**src/logic/uart_defs.svh**
```systemverilog
`ifndef UART_DEFS_SVH
`define UART_DEFS_SVH

// register byte offsets
`define UART_ADDR_CTRL     5'h00
`define UART_ADDR_BAUD     5'h04
`define UART_ADDR_STATUS   5'h08
`define UART_ADDR_TXDATA   5'h0c
`define UART_ADDR_RXDATA   5'h10

// receive data value after reset or while the receiver is off
`define UART_DATA_REG_DFT  8'hff

// sample ticks per bit
`define UART_OVERSAMPLE    16

// axi4-lite bus widths
`define UART_AXI_AW        5
`define UART_AXI_DW        32

`endif

```
**src/logic/uart_pkg.sv**
```systemverilog
package uart_pkg;

	// configuration as held by the register block
	typedef struct packed {
		logic        rx_en;
		logic        tx_en;
		// parity bit left out of the frame
		logic        no_parity;
		// 1 for even parity, 0 for odd
		logic        ev_parity;
		// sample tick period is baud_div+1 clocks
		logic [15:0] baud_div;
	} uart_cfg_t;

	// receiver events towards the register block
	typedef struct packed {
		// one-cycle pulses
		logic       rx_ok;
		logic       parity_error;
		// last received byte
		logic [7:0] data;
	} uart_rx_evt_t;

endpackage

```
**src/logic/uart_axil_regs.sv**
```systemverilog
`timescale 1ns/1ns
`include "uart_defs.svh"

module uart_axil_regs (
	input  logic                       clk,
	input  logic                       rst_n,
	input  logic [`UART_AXI_AW-1:0]    awaddr,
	input  logic                       awvalid,
	output logic                       awready,
	input  logic [`UART_AXI_DW-1:0]    wdata,
	input  logic [`UART_AXI_DW/8-1:0]  wstrb,
	input  logic                       wvalid,
	output logic                       wready,
	output logic [1:0]                 bresp,
	output logic                       bvalid,
	input  logic                       bready,
	input  logic [`UART_AXI_AW-1:0]    araddr,
	input  logic                       arvalid,
	output logic                       arready,
	output logic [`UART_AXI_DW-1:0]    rdata,
	output logic [1:0]                 rresp,
	output logic                       rvalid,
	input  logic                       rready,
	output uart_pkg::uart_cfg_t        cfg,
	output logic                       tx_start,
	output logic [7:0]                 tx_byte,
	input  logic                       tx_busy,
	input  uart_pkg::uart_rx_evt_t     rx_evt
);
	localparam logic [1:0] RESP_OKAY = 2'b00;

	logic                    wr_accept;
	logic                    rd_accept;
	logic                    wr_ctrl;
	logic                    wr_baud;
	logic                    wr_txdata;
	logic                    rd_status;
	logic                    rd_rxdata;
	logic                    rx_valid;
	logic                    parity_err;
	logic                    overrun;
	logic [7:0]              rx_byte;
	logic [`UART_AXI_DW-1:0] rd_word;

	// a pending response blocks the next request on that channel
	assign wr_accept = awvalid & wvalid & ~bvalid;
	assign rd_accept = arvalid & ~rvalid;
	assign awready = wr_accept;
	assign wready = wr_accept;
	assign arready = rd_accept;
	assign bresp = RESP_OKAY;
	assign rresp = RESP_OKAY;

	assign wr_ctrl = wr_accept && (awaddr == `UART_ADDR_CTRL) && wstrb[0];
	assign wr_baud = wr_accept && (awaddr == `UART_ADDR_BAUD);
	assign wr_txdata = wr_accept && (awaddr == `UART_ADDR_TXDATA) && wstrb[0];
	assign rd_status = rd_accept && (araddr == `UART_ADDR_STATUS);
	assign rd_rxdata = rd_accept && (araddr == `UART_ADDR_RXDATA);

	always_ff @(posedge clk or negedge rst_n) begin
		if (!rst_n) begin
			bvalid <= 1'b0;
			rvalid <= 1'b0;
		end else begin
			if (wr_accept) begin
				bvalid <= 1'b1;
			end else if (bready) begin
				bvalid <= 1'b0;
			end
			if (rd_accept) begin
				rvalid <= 1'b1;
			end else if (rready) begin
				rvalid <= 1'b0;
			end
		end
	end

	// configuration registers
	always_ff @(posedge clk or negedge rst_n) begin
		if (!rst_n) begin
			cfg <= '0;
		end else begin
			if (wr_ctrl) begin
				cfg.rx_en <= wdata[0];
				cfg.tx_en <= wdata[1];
				cfg.no_parity <= wdata[2];
				cfg.ev_parity <= wdata[3];
			end
			if (wr_baud && wstrb[0]) begin
				cfg.baud_div[7:0] <= wdata[7:0];
			end
			if (wr_baud && wstrb[1]) begin
				cfg.baud_div[15:8] <= wdata[15:8];
			end
		end
	end

	// a write while the transmitter is busy is acked and lost
	always_ff @(posedge clk or negedge rst_n) begin
		if (!rst_n) begin
			tx_start <= 1'b0;
		end else begin
			tx_start <= wr_txdata && !tx_busy;
		end
	end

	always_ff @(posedge clk) begin
		if (wr_txdata && !tx_busy) begin
			tx_byte <= wdata[7:0];
		end
	end

	// receive holding byte and sticky flags
	always_ff @(posedge clk or negedge rst_n) begin
		if (!rst_n) begin
			rx_byte <= `UART_DATA_REG_DFT;
			rx_valid <= 1'b0;
			parity_err <= 1'b0;
			overrun <= 1'b0;
		end else begin
			if (rx_evt.rx_ok) begin
				rx_byte <= rx_evt.data;
				rx_valid <= 1'b1;
			end else if (rd_rxdata) begin
				rx_valid <= 1'b0;
			end
			// the old byte is lost unless it is being read right now
			if (rx_evt.rx_ok && rx_valid && !rd_rxdata) begin
				overrun <= 1'b1;
			end else if (rd_status) begin
				overrun <= 1'b0;
			end
			if (rx_evt.parity_error) begin
				parity_err <= 1'b1;
			end else if (rd_status) begin
				parity_err <= 1'b0;
			end
		end
	end

	always_comb begin
		rd_word = '0;
		case (araddr)
			`UART_ADDR_CTRL: rd_word[3:0] = {cfg.ev_parity, cfg.no_parity, cfg.tx_en, cfg.rx_en};
			`UART_ADDR_BAUD: rd_word[15:0] = cfg.baud_div;
			`UART_ADDR_STATUS: rd_word[3:0] = {tx_busy, overrun, parity_err, rx_valid};
			`UART_ADDR_RXDATA: rd_word[7:0] = rx_byte;
			default: rd_word = '0;
		endcase
	end

	// read data is sampled at acceptance and held with rvalid
	always_ff @(posedge clk) begin
		if (rd_accept) begin
			rdata <= rd_word;
		end
	end

endmodule

```
**src/logic/uart_baud_gen.sv**
```systemverilog
`timescale 1ns/1ns

module uart_baud_gen (
	input  logic                clk,
	input  logic                rst_n,
	input  uart_pkg::uart_cfg_t cfg,
	output logic                sample_tick
);
	logic [15:0] div_cnt;
	logic        uart_on;

	// the tick only runs while one direction is enabled
	assign uart_on = cfg.rx_en | cfg.tx_en;

	always_ff @(posedge clk or negedge rst_n) begin
		if (!rst_n) begin
			div_cnt <= '0;
			sample_tick <= 1'b0;
		end else if (!uart_on) begin
			div_cnt <= cfg.baud_div;
			sample_tick <= 1'b0;
		end else if (div_cnt == '0) begin
			div_cnt <= cfg.baud_div;
			sample_tick <= 1'b1;
		end else begin
			div_cnt <= div_cnt - 16'd1;
			sample_tick <= 1'b0;
		end
	end

endmodule

```
**src/logic/uart_rx.sv**
```systemverilog
`timescale 1ns/1ns
`include "uart_defs.svh"

module uart_rx (
	input  logic                   clk,
	input  logic                   rst_n,
	input  logic                   sample_tick,
	input  uart_pkg::uart_cfg_t    cfg,
	input  logic                   rxd,
	output uart_pkg::uart_rx_evt_t rx_evt
);
	localparam logic [1:0] RX_IDLE   = 2'd0;
	localparam logic [1:0] RX_DATA   = 2'd1;
	localparam logic [1:0] RX_PARITY = 2'd2;
	localparam logic [1:0] RX_STOP   = 2'd3;

	localparam logic [3:0] LAST_SAMPLE = 4'(`UART_OVERSAMPLE - 1);
	// vote samples around the middle of the bit
	localparam logic [3:0] SMP_A      = 4'd7;
	localparam logic [3:0] SMP_B      = 4'd8;
	localparam logic [3:0] SMP_C      = 4'd9;
	localparam logic [3:0] SMP_VOTE   = 4'd10;
	localparam logic [3:0] STOP_CHECK = 4'd11;
	localparam logic [3:0] STOP_DONE  = 4'd12;

	logic [1:0] state;
	logic [2:0] bit_cnt;
	logic [3:0] sample_cnt;
	logic [7:0] data_r;
	logic       smp_a;
	logic       smp_b;
	logic       smp_c;
	logic       vote;
	logic       rx_pos;
	logic       parity_exp;
	logic       parity_bad;

	assign rx_pos = cfg.rx_en & sample_tick;

	// even parity is the xor of the data, odd its inverse
	assign parity_exp = ^data_r ^ ~cfg.ev_parity;
	assign parity_bad = (vote != parity_exp);

	assign rx_evt.rx_ok = rx_pos && (state == RX_STOP) && (sample_cnt == STOP_DONE);
	assign rx_evt.parity_error = rx_pos && (state == RX_PARITY) &&
		(sample_cnt == LAST_SAMPLE) && parity_bad;
	assign rx_evt.data = data_r;

	// three samples and a majority vote per bit
	always_ff @(posedge clk or negedge rst_n) begin
		if (!rst_n) begin
			smp_a <= 1'b1;
			smp_b <= 1'b1;
			smp_c <= 1'b1;
			vote <= 1'b1;
		end else if (rx_pos) begin
			case (sample_cnt)
				SMP_A: smp_a <= rxd;
				SMP_B: smp_b <= rxd;
				SMP_C: smp_c <= rxd;
				SMP_VOTE: vote <= (smp_a & smp_b) | (smp_a & smp_c) | (smp_b & smp_c);
				default: ;
			endcase
		end
	end

	always_ff @(posedge clk or negedge rst_n) begin
		if (!rst_n) begin
			state <= RX_IDLE;
			bit_cnt <= '0;
			sample_cnt <= '0;
			data_r <= `UART_DATA_REG_DFT;
		end else if (!cfg.rx_en) begin
			state <= RX_IDLE;
			bit_cnt <= '0;
			sample_cnt <= '0;
			data_r <= `UART_DATA_REG_DFT;
		end else if (rx_pos) begin
			case (state)
				RX_IDLE: begin
					// line must stay low for a whole bit to count as a start
					if (sample_cnt == LAST_SAMPLE) begin
						sample_cnt <= '0;
						bit_cnt <= '0;
						state <= RX_DATA;
					end else if (rxd) begin
						sample_cnt <= '0;
					end else begin
						sample_cnt <= sample_cnt + 4'd1;
					end
				end
				RX_DATA: begin
					if (sample_cnt == LAST_SAMPLE) begin
						sample_cnt <= '0;
						// lsb first, so shift in from the top
						data_r <= {vote, data_r[7:1]};
						bit_cnt <= bit_cnt + 3'd1;
						if (bit_cnt == 3'd7) begin
							state <= cfg.no_parity ? RX_STOP : RX_PARITY;
						end
					end else begin
						sample_cnt <= sample_cnt + 4'd1;
					end
				end
				RX_PARITY: begin
					if (sample_cnt == LAST_SAMPLE) begin
						sample_cnt <= '0;
						// a bad parity drops the frame
						state <= parity_bad ? RX_IDLE : RX_STOP;
					end else begin
						sample_cnt <= sample_cnt + 4'd1;
					end
				end
				RX_STOP: begin
					if (sample_cnt == STOP_DONE) begin
						sample_cnt <= '0;
						state <= RX_IDLE;
					end else if (!rxd) begin
						// still low, wait for the stop level again
						sample_cnt <= '0;
					end else if ((sample_cnt == STOP_CHECK) && !vote) begin
						sample_cnt <= '0;
					end else begin
						sample_cnt <= sample_cnt + 4'd1;
					end
				end
				default: begin
					state <= RX_IDLE;
					sample_cnt <= '0;
				end
			endcase
		end
	end

endmodule

```
**src/logic/uart_top.sv**
```systemverilog
`timescale 1ns/1ns
`include "uart_defs.svh"

module uart_top (
	input  logic                       clk,
	input  logic                       rst_n,
	input  logic [`UART_AXI_AW-1:0]    awaddr,
	input  logic                       awvalid,
	output logic                       awready,
	input  logic [`UART_AXI_DW-1:0]    wdata,
	input  logic [`UART_AXI_DW/8-1:0]  wstrb,
	input  logic                       wvalid,
	output logic                       wready,
	output logic [1:0]                 bresp,
	output logic                       bvalid,
	input  logic                       bready,
	input  logic [`UART_AXI_AW-1:0]    araddr,
	input  logic                       arvalid,
	output logic                       arready,
	output logic [`UART_AXI_DW-1:0]    rdata,
	output logic [1:0]                 rresp,
	output logic                       rvalid,
	input  logic                       rready,
	input  logic                       rxd,
	output logic                       txd
);
	import uart_pkg::*;

	uart_cfg_t    cfg;
	uart_rx_evt_t rx_evt;
	logic         sample_tick;
	logic         tx_start;
	logic [7:0]   tx_byte;
	logic         tx_busy;

	uart_axil_regs u_regs (
		.clk      (clk),
		.rst_n    (rst_n),
		.awaddr   (awaddr),
		.awvalid  (awvalid),
		.awready  (awready),
		.wdata    (wdata),
		.wstrb    (wstrb),
		.wvalid   (wvalid),
		.wready   (wready),
		.bresp    (bresp),
		.bvalid   (bvalid),
		.bready   (bready),
		.araddr   (araddr),
		.arvalid  (arvalid),
		.arready  (arready),
		.rdata    (rdata),
		.rresp    (rresp),
		.rvalid   (rvalid),
		.rready   (rready),
		.cfg      (cfg),
		.tx_start (tx_start),
		.tx_byte  (tx_byte),
		.tx_busy  (tx_busy),
		.rx_evt   (rx_evt)
	);

	// one sample tick shared by both directions
	uart_baud_gen u_baud_gen (
		.clk         (clk),
		.rst_n       (rst_n),
		.cfg         (cfg),
		.sample_tick (sample_tick)
	);

	uart_rx u_rx (
		.clk         (clk),
		.rst_n       (rst_n),
		.sample_tick (sample_tick),
		.cfg         (cfg),
		.rxd         (rxd),
		.rx_evt      (rx_evt)
	);

	uart_tx u_tx (
		.clk         (clk),
		.rst_n       (rst_n),
		.sample_tick (sample_tick),
		.cfg         (cfg),
		.tx_start    (tx_start),
		.tx_byte     (tx_byte),
		.txd         (txd),
		.tx_busy     (tx_busy)
	);

endmodule

```
**src/logic/uart_tx.sv**
```systemverilog
`timescale 1ns/1ns
`include "uart_defs.svh"

module uart_tx (
	input  logic                clk,
	input  logic                rst_n,
	input  logic                sample_tick,
	input  uart_pkg::uart_cfg_t cfg,
	input  logic                tx_start,
	input  logic [7:0]          tx_byte,
	output logic                txd,
	output logic                tx_busy
);
	localparam logic [2:0] TX_IDLE   = 3'd0;
	localparam logic [2:0] TX_START  = 3'd1;
	localparam logic [2:0] TX_DATA   = 3'd2;
	localparam logic [2:0] TX_PARITY = 3'd3;
	localparam logic [2:0] TX_STOP   = 3'd4;

	localparam logic [3:0] LAST_SAMPLE = 4'(`UART_OVERSAMPLE - 1);

	logic [2:0] state;
	logic [3:0] sample_cnt;
	logic [2:0] bit_cnt;
	logic [7:0] shift_reg;
	logic       parity_bit;
	logic       bit_end;

	assign tx_busy = (state != TX_IDLE);
	assign bit_end = sample_tick && (sample_cnt == LAST_SAMPLE);

	// byte and parity are captured when the frame is accepted
	always_ff @(posedge clk) begin
		if ((state == TX_IDLE) && tx_start) begin
			shift_reg <= tx_byte;
			parity_bit <= ^tx_byte ^ ~cfg.ev_parity;
		end else if ((state == TX_DATA) && bit_end) begin
			shift_reg <= shift_reg >> 1;
		end
	end

	always_ff @(posedge clk or negedge rst_n) begin
		if (!rst_n) begin
			state <= TX_IDLE;
			sample_cnt <= '0;
			bit_cnt <= '0;
			txd <= 1'b1;
		end else if (!cfg.tx_en) begin
			state <= TX_IDLE;
			sample_cnt <= '0;
			bit_cnt <= '0;
			txd <= 1'b1;
		end else begin
			case (state)
				TX_IDLE: begin
					if (tx_start) begin
						state <= TX_START;
						sample_cnt <= '0;
						bit_cnt <= '0;
					end
				end
				TX_START: begin
					// line still high means the start bit has not gone out yet
					if (sample_tick && txd) begin
						txd <= 1'b0;
					end else if (bit_end) begin
						sample_cnt <= '0;
						txd <= shift_reg[0];
						state <= TX_DATA;
					end else if (sample_tick) begin
						sample_cnt <= sample_cnt + 4'd1;
					end
				end
				TX_DATA: begin
					if (bit_end) begin
						sample_cnt <= '0;
						bit_cnt <= bit_cnt + 3'd1;
						if (bit_cnt != 3'd7) begin
							txd <= shift_reg[1];
						end else if (cfg.no_parity) begin
							txd <= 1'b1;
							state <= TX_STOP;
						end else begin
							txd <= parity_bit;
							state <= TX_PARITY;
						end
					end else if (sample_tick) begin
						sample_cnt <= sample_cnt + 4'd1;
					end
				end
				TX_PARITY: begin
					if (bit_end) begin
						sample_cnt <= '0;
						txd <= 1'b1;
						state <= TX_STOP;
					end else if (sample_tick) begin
						sample_cnt <= sample_cnt + 4'd1;
					end
				end
				TX_STOP: begin
					if (bit_end) begin
						sample_cnt <= '0;
						state <= TX_IDLE;
					end else if (sample_tick) begin
						sample_cnt <= sample_cnt + 4'd1;
					end
				end
				default: begin
					state <= TX_IDLE;
					txd <= 1'b1;
				end
			endcase
		end
	end

endmodule

```
**config.mk**
```make
export PLATFORM = sky130hd
export DESIGN_NAME = uart_top
export DESIGN_NICKNAME = d
export VERILOG_FILES = /design/src/logic/uart_pkg.sv /design/src/logic/uart_axil_regs.sv /design/src/logic/uart_baud_gen.sv /design/src/logic/uart_rx.sv /design/src/logic/uart_top.sv /design/src/logic/uart_tx.sv
export VERILOG_INCLUDE_DIRS = /design/src /design/src/logic
export SDC_FILE = /design/constraint.sdc
export NUM_CORES = 1
export LEC_CHECK = 0
export BUFFER_PORTS_ARGS = -buffer_cell sky130_fd_sc_hd__clkbuf_2
export CORE_ASPECT_RATIO = 1.5
export CORE_UTILIZATION = 45
export DETAILED_ROUTE_END_ITERATION = 12
export GPL_TIMING_DRIVEN = 0
export PLACE_DENSITY = 0.73
export SYNTH_ARGS = -nofsm -noshare
export SYNTH_HDL_FRONTEND = slang
export SYNTH_HIERARCHICAL = 1
export SYNTH_SLANG_ARGS = --single-unit
```
**constraint.sdc**
```tcl
create_clock -name clk -period 2.45 [get_ports clk]
set_clock_uncertainty 0.05 [all_clocks]
set_input_delay 0.49 -clock clk [delete_from_list [all_inputs] [get_ports clk]]
set_output_delay 0.49 -clock clk [all_outputs]
set_load 0.005 [all_outputs]
```
== After elaboration in Yosys (flattened, before gate mapping) ==
Cells that the tools add are included.

* Register bits: 116
* Input port bits: 54
* Output and inout port bits: 42
* Logic and storage cells: 221

* Add/sub/neg operators: 5
* Equal/unequal tests: 43
* Muxes and demuxes: 73
* Bitwise gates (word level): 15
* Reduce and logical (&&, ||, !) cells: 53

{| class="wikitable"
|+ Operators by type and width
! cell !! count
|-
| $mux W4 || 13
|-
| $mux W3 || 16
|-
| $mux W8 || 6
|-
| $mux W16 || 2
|-
| $eq A4 B4 Y1 const B || 7
|-
| $pmux W4 S3 || 2
|-
| $logic_and A1 B1 Y1 || 22
|-
| $ne A3 B2 Y1 const B || 7
|-
| $mux W1 || 19
|-
| $ne A3 B3 Y1 const B || 6
|-
| $logic_not A16 Y1 || 1
|-
| $mux W2 || 8
|-
| $pmux W4 S4 || 1
|-
| $reduce_xor A8 Y1 || 2
|-
| $sub A16 B1 Y16 const B || 1
|-
| $pmux W3 S5 || 1
|-
| $pmux W3 S2 || 2
|-
| $reduce_bool A2 Y1 || 6
|-
| $eq A5 B3 Y1 const B || 2
|-
| $eq A5 B4 Y1 const B || 2
|-
| $logic_not A5 Y1 || 2
|-
| $reduce_and A3 Y1 || 3
|-
| $add A4 B1 Y4 const B || 2
|-
| $ne A4 B2 Y1 const B || 2
|-
| other kinds (29) || 54
|}

== Logic depth before layout (Yosys ltp) ==
* Depth in word-level cells: 8
* Depth in mapped cells: 8
* Depth with buffers taken out: 7

== Modules after synthesis ==
The synthesis kept the hierarchy.

{| class="wikitable"
|+ Modules (own cells, without submodules)
! module !! times used !! cells an instance !! area an instance (µm²) !! sequential area each (µm²)
|-
| uart_axil_regs || 1 || 170 || 2561.2 || 1581.5
|-
| uart_rx || 1 || 139 || 1335.0 || 540.5
|-
| uart_tx || 1 || 107 || 1244.9 || 546.8
|-
| uart_baud_gen || 1 || 83 || 1026.0 || 425.4
|}

== Least setup slack after synthesis ==
OpenSTA, ideal clock, no wires.

* Kind: input to register
* Start: input port arvalid
* End: register u_regs.overrun
* Library setup time: 0.122 ns
* Data arrival time: 1.866 ns
* Required time: 2.278 ns
* Slack: 0.412 ns
* Cell stages on the path: 3
* Buffers on the path: 0
* Cells stage by stage: nor2b_1 -> nand3_1 -> a32o_1

* Word-level cells in the longest chain between the ends: 5
* Elaborated cells between the ends (all ways): 7
* Classes of those cells: mux: 1; bitwise: 1; reduce/logical: 5

{| class="wikitable"
|+ Ends and longest elaborated chain
! element !! RTL line !! source
|-
| from (decl) || uart_top.sv:18 || <nowiki>input logic arvalid,</nowiki>
|-
| $and A1 B1 Y1 * || uart_axil_regs.sv:47 || <nowiki>assign rd_accept = arvalid & ~rvalid;</nowiki>
|-
| $logic_and A1 B1 Y1 || uart_axil_regs.sv:58 || <nowiki>assign rd_rxdata = rd_accept && (araddr == `UART_ADDR_RXDATA);</nowiki>
|-
| $logic_not A1 Y1 || uart_axil_regs.sv:128 || <nowiki>if (rx_evt.rx_ok && rx_valid && !rd_rxdata) begin</nowiki>
|-
| $logic_and A1 B1 Y1 || uart_axil_regs.sv:128 ||
|-
| $mux W1 or $reduce_bool A2 Y1 (tied branches) || - ||
|-
| to (signal assigned) || uart_axil_regs.sv:119 || <nowiki>overrun <= 1'b0;</nowiki>
|-
| to (signal assigned) || uart_axil_regs.sv:129 || <nowiki>overrun <= 1'b1;</nowiki>
|-
| to (signal assigned) || uart_axil_regs.sv:131 || <nowiki>overrun <= 1'b0;</nowiki>
|-
| to (decl) || uart_axil_regs.sv:41 || <nowiki>logic overrun;</nowiki>
|}

Every way passes the cells marked *; elsewhere a longest branch is shown, timed or not.
A chain may end at the register's enable or synchronous reset.

== Worst setup path in the final report ==
* Start: register u_tx.sample_cnt[0]
* End: register u_tx.shift_reg[6], enable pin

* Word-level cells in the longest chain between the ends: 4

{| class="wikitable"
|+ Ends and longest elaborated chain
! element !! RTL line !! source
|-
| from (decl) || uart_tx.sv:23 || <nowiki>logic [3:0] sample_cnt;</nowiki>
|-
| from (signal assigned) || uart_tx.sv:71 || <nowiki>sample_cnt <= sample_cnt + 4'd1;</nowiki>
|-
| from (signal assigned) || uart_tx.sv:88 || <nowiki>sample_cnt <= sample_cnt + 4'd1;</nowiki>
|-
| from (signal assigned) || uart_tx.sv:97 || <nowiki>sample_cnt <= sample_cnt + 4'd1;</nowiki>
|-
| $eq A4 B4 Y1 || uart_tx.sv:30 || <nowiki>assign bit_end = sample_tick && (sample_cnt == LAST_SAMPLE);</nowiki>
|-
| $logic_and A1 B1 Y1 || uart_tx.sv:30 ||
|-
| $logic_and A1 B1 Y1 || uart_tx.sv:37 || <nowiki>end else if ((state == TX_DATA) && bit_end) begin</nowiki>
|-
| $reduce_bool A2 Y1 (no line) || - ||
|-
| to (signal assigned) || uart_tx.sv:35 || <nowiki>shift_reg <= tx_byte;</nowiki>
|-
| to (signal assigned) || uart_tx.sv:38 || <nowiki>shift_reg <= shift_reg >> 1;</nowiki>
|-
| to (decl) || uart_tx.sv:25 || <nowiki>logic [7:0] shift_reg;</nowiki>
|}

No other way between the ends.

==> flow_metrics.tcl <==
set metrics [dict create \
    clock_sinks 116 \
    layout_worst_path_cycle_share_pct 94.0 \
    post-synth-top-area-fraction_pct 25.2 \
    post-route-drc-count 0 \
    synth.largest_area_cell "dfrtp_1" \
    netlist_area_um2 6170 \
    vias_in_the_first_global_route 4286 \
    numCtsBuffers 17 \
    final_hold_viol_count 0 \
    hold_path_cell_cnt 2 \
    htree_levels 4 \
    ir_drop_uv 473 \
    die_x_um 97.6 \
    tightest_slew_ns 1.08 \
    power_density_nw_per_um2 747 \
    regMostFlops "u_regs/cfg" \
    via_count 4146 \
    critPathLaunch "u_tx/sample_cnt[0]$_DFFE_PN0P_" \
    crit_type "flop to flop" \
    synthCells 499 \
    cts_buffer_depth 2 \
    fin_tns_setup_ns 0 \
    gr-total-overflow 0 \
    layout-area-overhead-vs-synth_pct 18.7 \
    largest_registers "u_regs/cfg (20), u_baud_gen/div_cnt (16), u_regs/rdata (16)" \
    layout_min_cycle_time_ns 2.30 \
    grt_start_max_net_pins 68 \
    dpl.cell_count 737 \
    core_footprint_um2 13400 \
    synth-edff-count 33 \
    worst-r2r-cell-count 4 \
    crit_path_max_incr_delay_ns 0.84 \
    drv.max_cap_violation_count 0 \
    layout-drive-gt1-share_pct 35.7 \
    nFillCells 1139 \
    worst_setup_path_end_kind "flop" \
    place.detailed.hpwl_um 9420 \
    final_cells 769 \
    critPathMaxFanout 8 \
    finalMaxSlewViolations 0 \
    worst-endpoint-arrival_ns 2.28 \
    synth.distinct_cells 80 \
    placement_rows 52 \
    synthFlopType "dfrtp_1" \
    hold_start "rready" \
    worst_setup_hold_path_clk_slew_ns 0.05 \
    die_h_um 145 \
    timing.hold.ws_ns 0.203 \
    final_estimated_routing_congestion_in_global_placement 0.828 \
    timing.critical_path.required_ns 2.43 \
    io-pin-count 96 \
    clock_latency_of_the_later_clocked_register_in_the_worst_skew_pair_ns 0.41 \
    grt_setup_unrepaired "no" \
    gr-usage-all-layers_pct 18.7 \
    initialDrtViolationCount 208 \
    ff2ff_setup_slack_ns 0.15 \
    largest_reg_flops 20 \
    worst_hold_path.endpoint "u_regs/rvalid$_DFFE_PN0P_" \
    route.detailed.wl_per_inst_um 16.6 \
    timing.critical_path.cells "ha_1 > and4_4 > mux2i_2 > nor3_1" \
    min_path_type "input pin to flop" \
    slowest_stage "nor3_1" \
    place_ws_ns 0.134 \
    synth_area_leaders "dfrtp_1 25%, edfxtp_1 16%, dfstp_2 8.9%" \
    ys_seq_area_share_pct 50.2 \
    clock_tree_from_tritoncts "done" \
    antenna_left 0 \
    final_cell_mix "62 x dfrtp_1, 55 x clkbuf_2, 35 x mux2_2" \
    r2r-start "u_tx/sample_cnt[0]$_DFFE_PN0P_" \
    run_status "complete, no violations" \
    grt_antenna_before_repair 0 \
    finalSetupViolations 0 \
    clock-root-buffer "clkbuf_16" \
    finish.net_count 665 \
    max_freq_mhz 434 \
    syn-mean-instance-area_um2 12.4 \
    drt-total-wl_um 12800 \
    viasPerCell 5.39 \
    layout_commonest_cell "dfrtp_1" \
    synthArstFlopShare_pct 71.6 \
    ys_ff_latch 116 \
    worst-path-buf-inv 0 \
    r2r_end "u_tx/shift_reg[6]$_DFFE_PP_" \
    yosys_warnings 6 \
    crit_path_start_kind "flop" \
    leakagePower_nw 3.26 \
    slew-limit-headroom_pct 27.6 \
    wire_length_of_the_first_global_routing_pass_um 20800 \
    path_delay_family "simple AND/OR/NAND/NOR gates" \
    place.port_buffers 56 \
    initial_core_util_pct 46.0 \
    first_pass_iters 4 \
    finalCoreUtilization_pct 54.6 \
    worst_slack_ns 0.146 \
    insertedDiodeCount 0 \
    dieArea_um2 14200 \
]
==> worst max path at each step <==
stage                     cells past startpoint                            end
after floorplan                               3     u_regs/overrun$_DFFE_PN0P_
after global placement                        3                        arready
after detailed placement                      4    u_tx/shift_reg[2]$_DFFE_PP_
after CTS                                     2                        arready
after global routing                          6  u_regs/rx_byte[3]$_DFFE_PN1P_
final                                         4    u_tx/shift_reg[6]$_DFFE_PP_
==> logic make-up (layout without fill, tap and decap cells) <==
family | count (synthesis) | after routing | share of synthesized area [%]
compound gates | 67 | 67 | 8.40
xor+xnor | 27 | 27 | 4.06
fa+ha+maj | 17 | 17 | 3.41
buf+inv | 66 | 155 | 6.78
flops | 116 | 116 | 50.2
mux | 59 | 59 | 11.8
other cells | 1 | 20 | 0.0608
simple gates | 146 | 146 | 15.3
==> stage by stage <==
step | total power, mW | area [um2]
2_1_floorplan | 2.93 | 6240
3_3_place_gp | 3.15 | 6720
3_5_place_dp | 3.18 | 6750
4_1_cts | 5.50 | 7310
5_1_grt | 5.71 | 7320
6_report | 5.47 | 7320
==> area by class of cell <==
cell class | count | area (um2) | share of cell area, %
inverters | 28 | 105 | 1.44
multi-input cells | 336 | 2730 | 37.4
plain buffers | 38 | 313 | 4.27
flip-flops and latches | 116 | 3090 | 42.3
clock buffers | 20 | 437 | 5.97
well taps | 162 | 203 | 2.77
repair buffers | 58 | 320 | 4.38
clock inverters | 11 | 113 | 1.54
==> layer usage <==
layer	routed length [um]	part of all wire (%)	GRT usage, %	vias up
met5	0	0	0	-
met4	362	2.8	8.97	0
met3	362	2.8	4.13	35
met2	7130	56	34.9	98
met1	4930	39	19.6	2047
li1	-	-	-	1966
==> cells in the mapped netlist, types with 5 or more instances <==
cell type / n
a21oi_1: 10
a31oi_1: 11
and2_1: 10
buf_4: 25
buf_6: 5
dfrtp_1: 62
dfstp_2: 21
edfxtp_1: 33
ha_1: 16
inv_1: 28
mux2_2: 35
mux2_4: 18
mux2i_1: 5
nand2_1: 25
nand3_1: 18
nand3b_1: 8
nand4_1: 7
nor2_1: 24
nor2b_1: 7
nor3_1: 6
o21ai_0: 5
xnor2_1: 22
==> what timing repair did <==
item	in CTS	in global routing
buffers inserted	0	0
setup endpoints to repair	0	1
hold buffers	1	0
gates resized for setup	0	1
hold endpoints to repair	16	0
==> where the power goes <==
part           switching, mW  leakage (nW)  internal, mW
clock                  0.823         0.267          1.47
combinational          0.481          1.63         0.449
sequential             0.132          1.37          2.11
total                   1.44          3.26          4.03
Note: power is estimated with default switching activity, not from simulation.
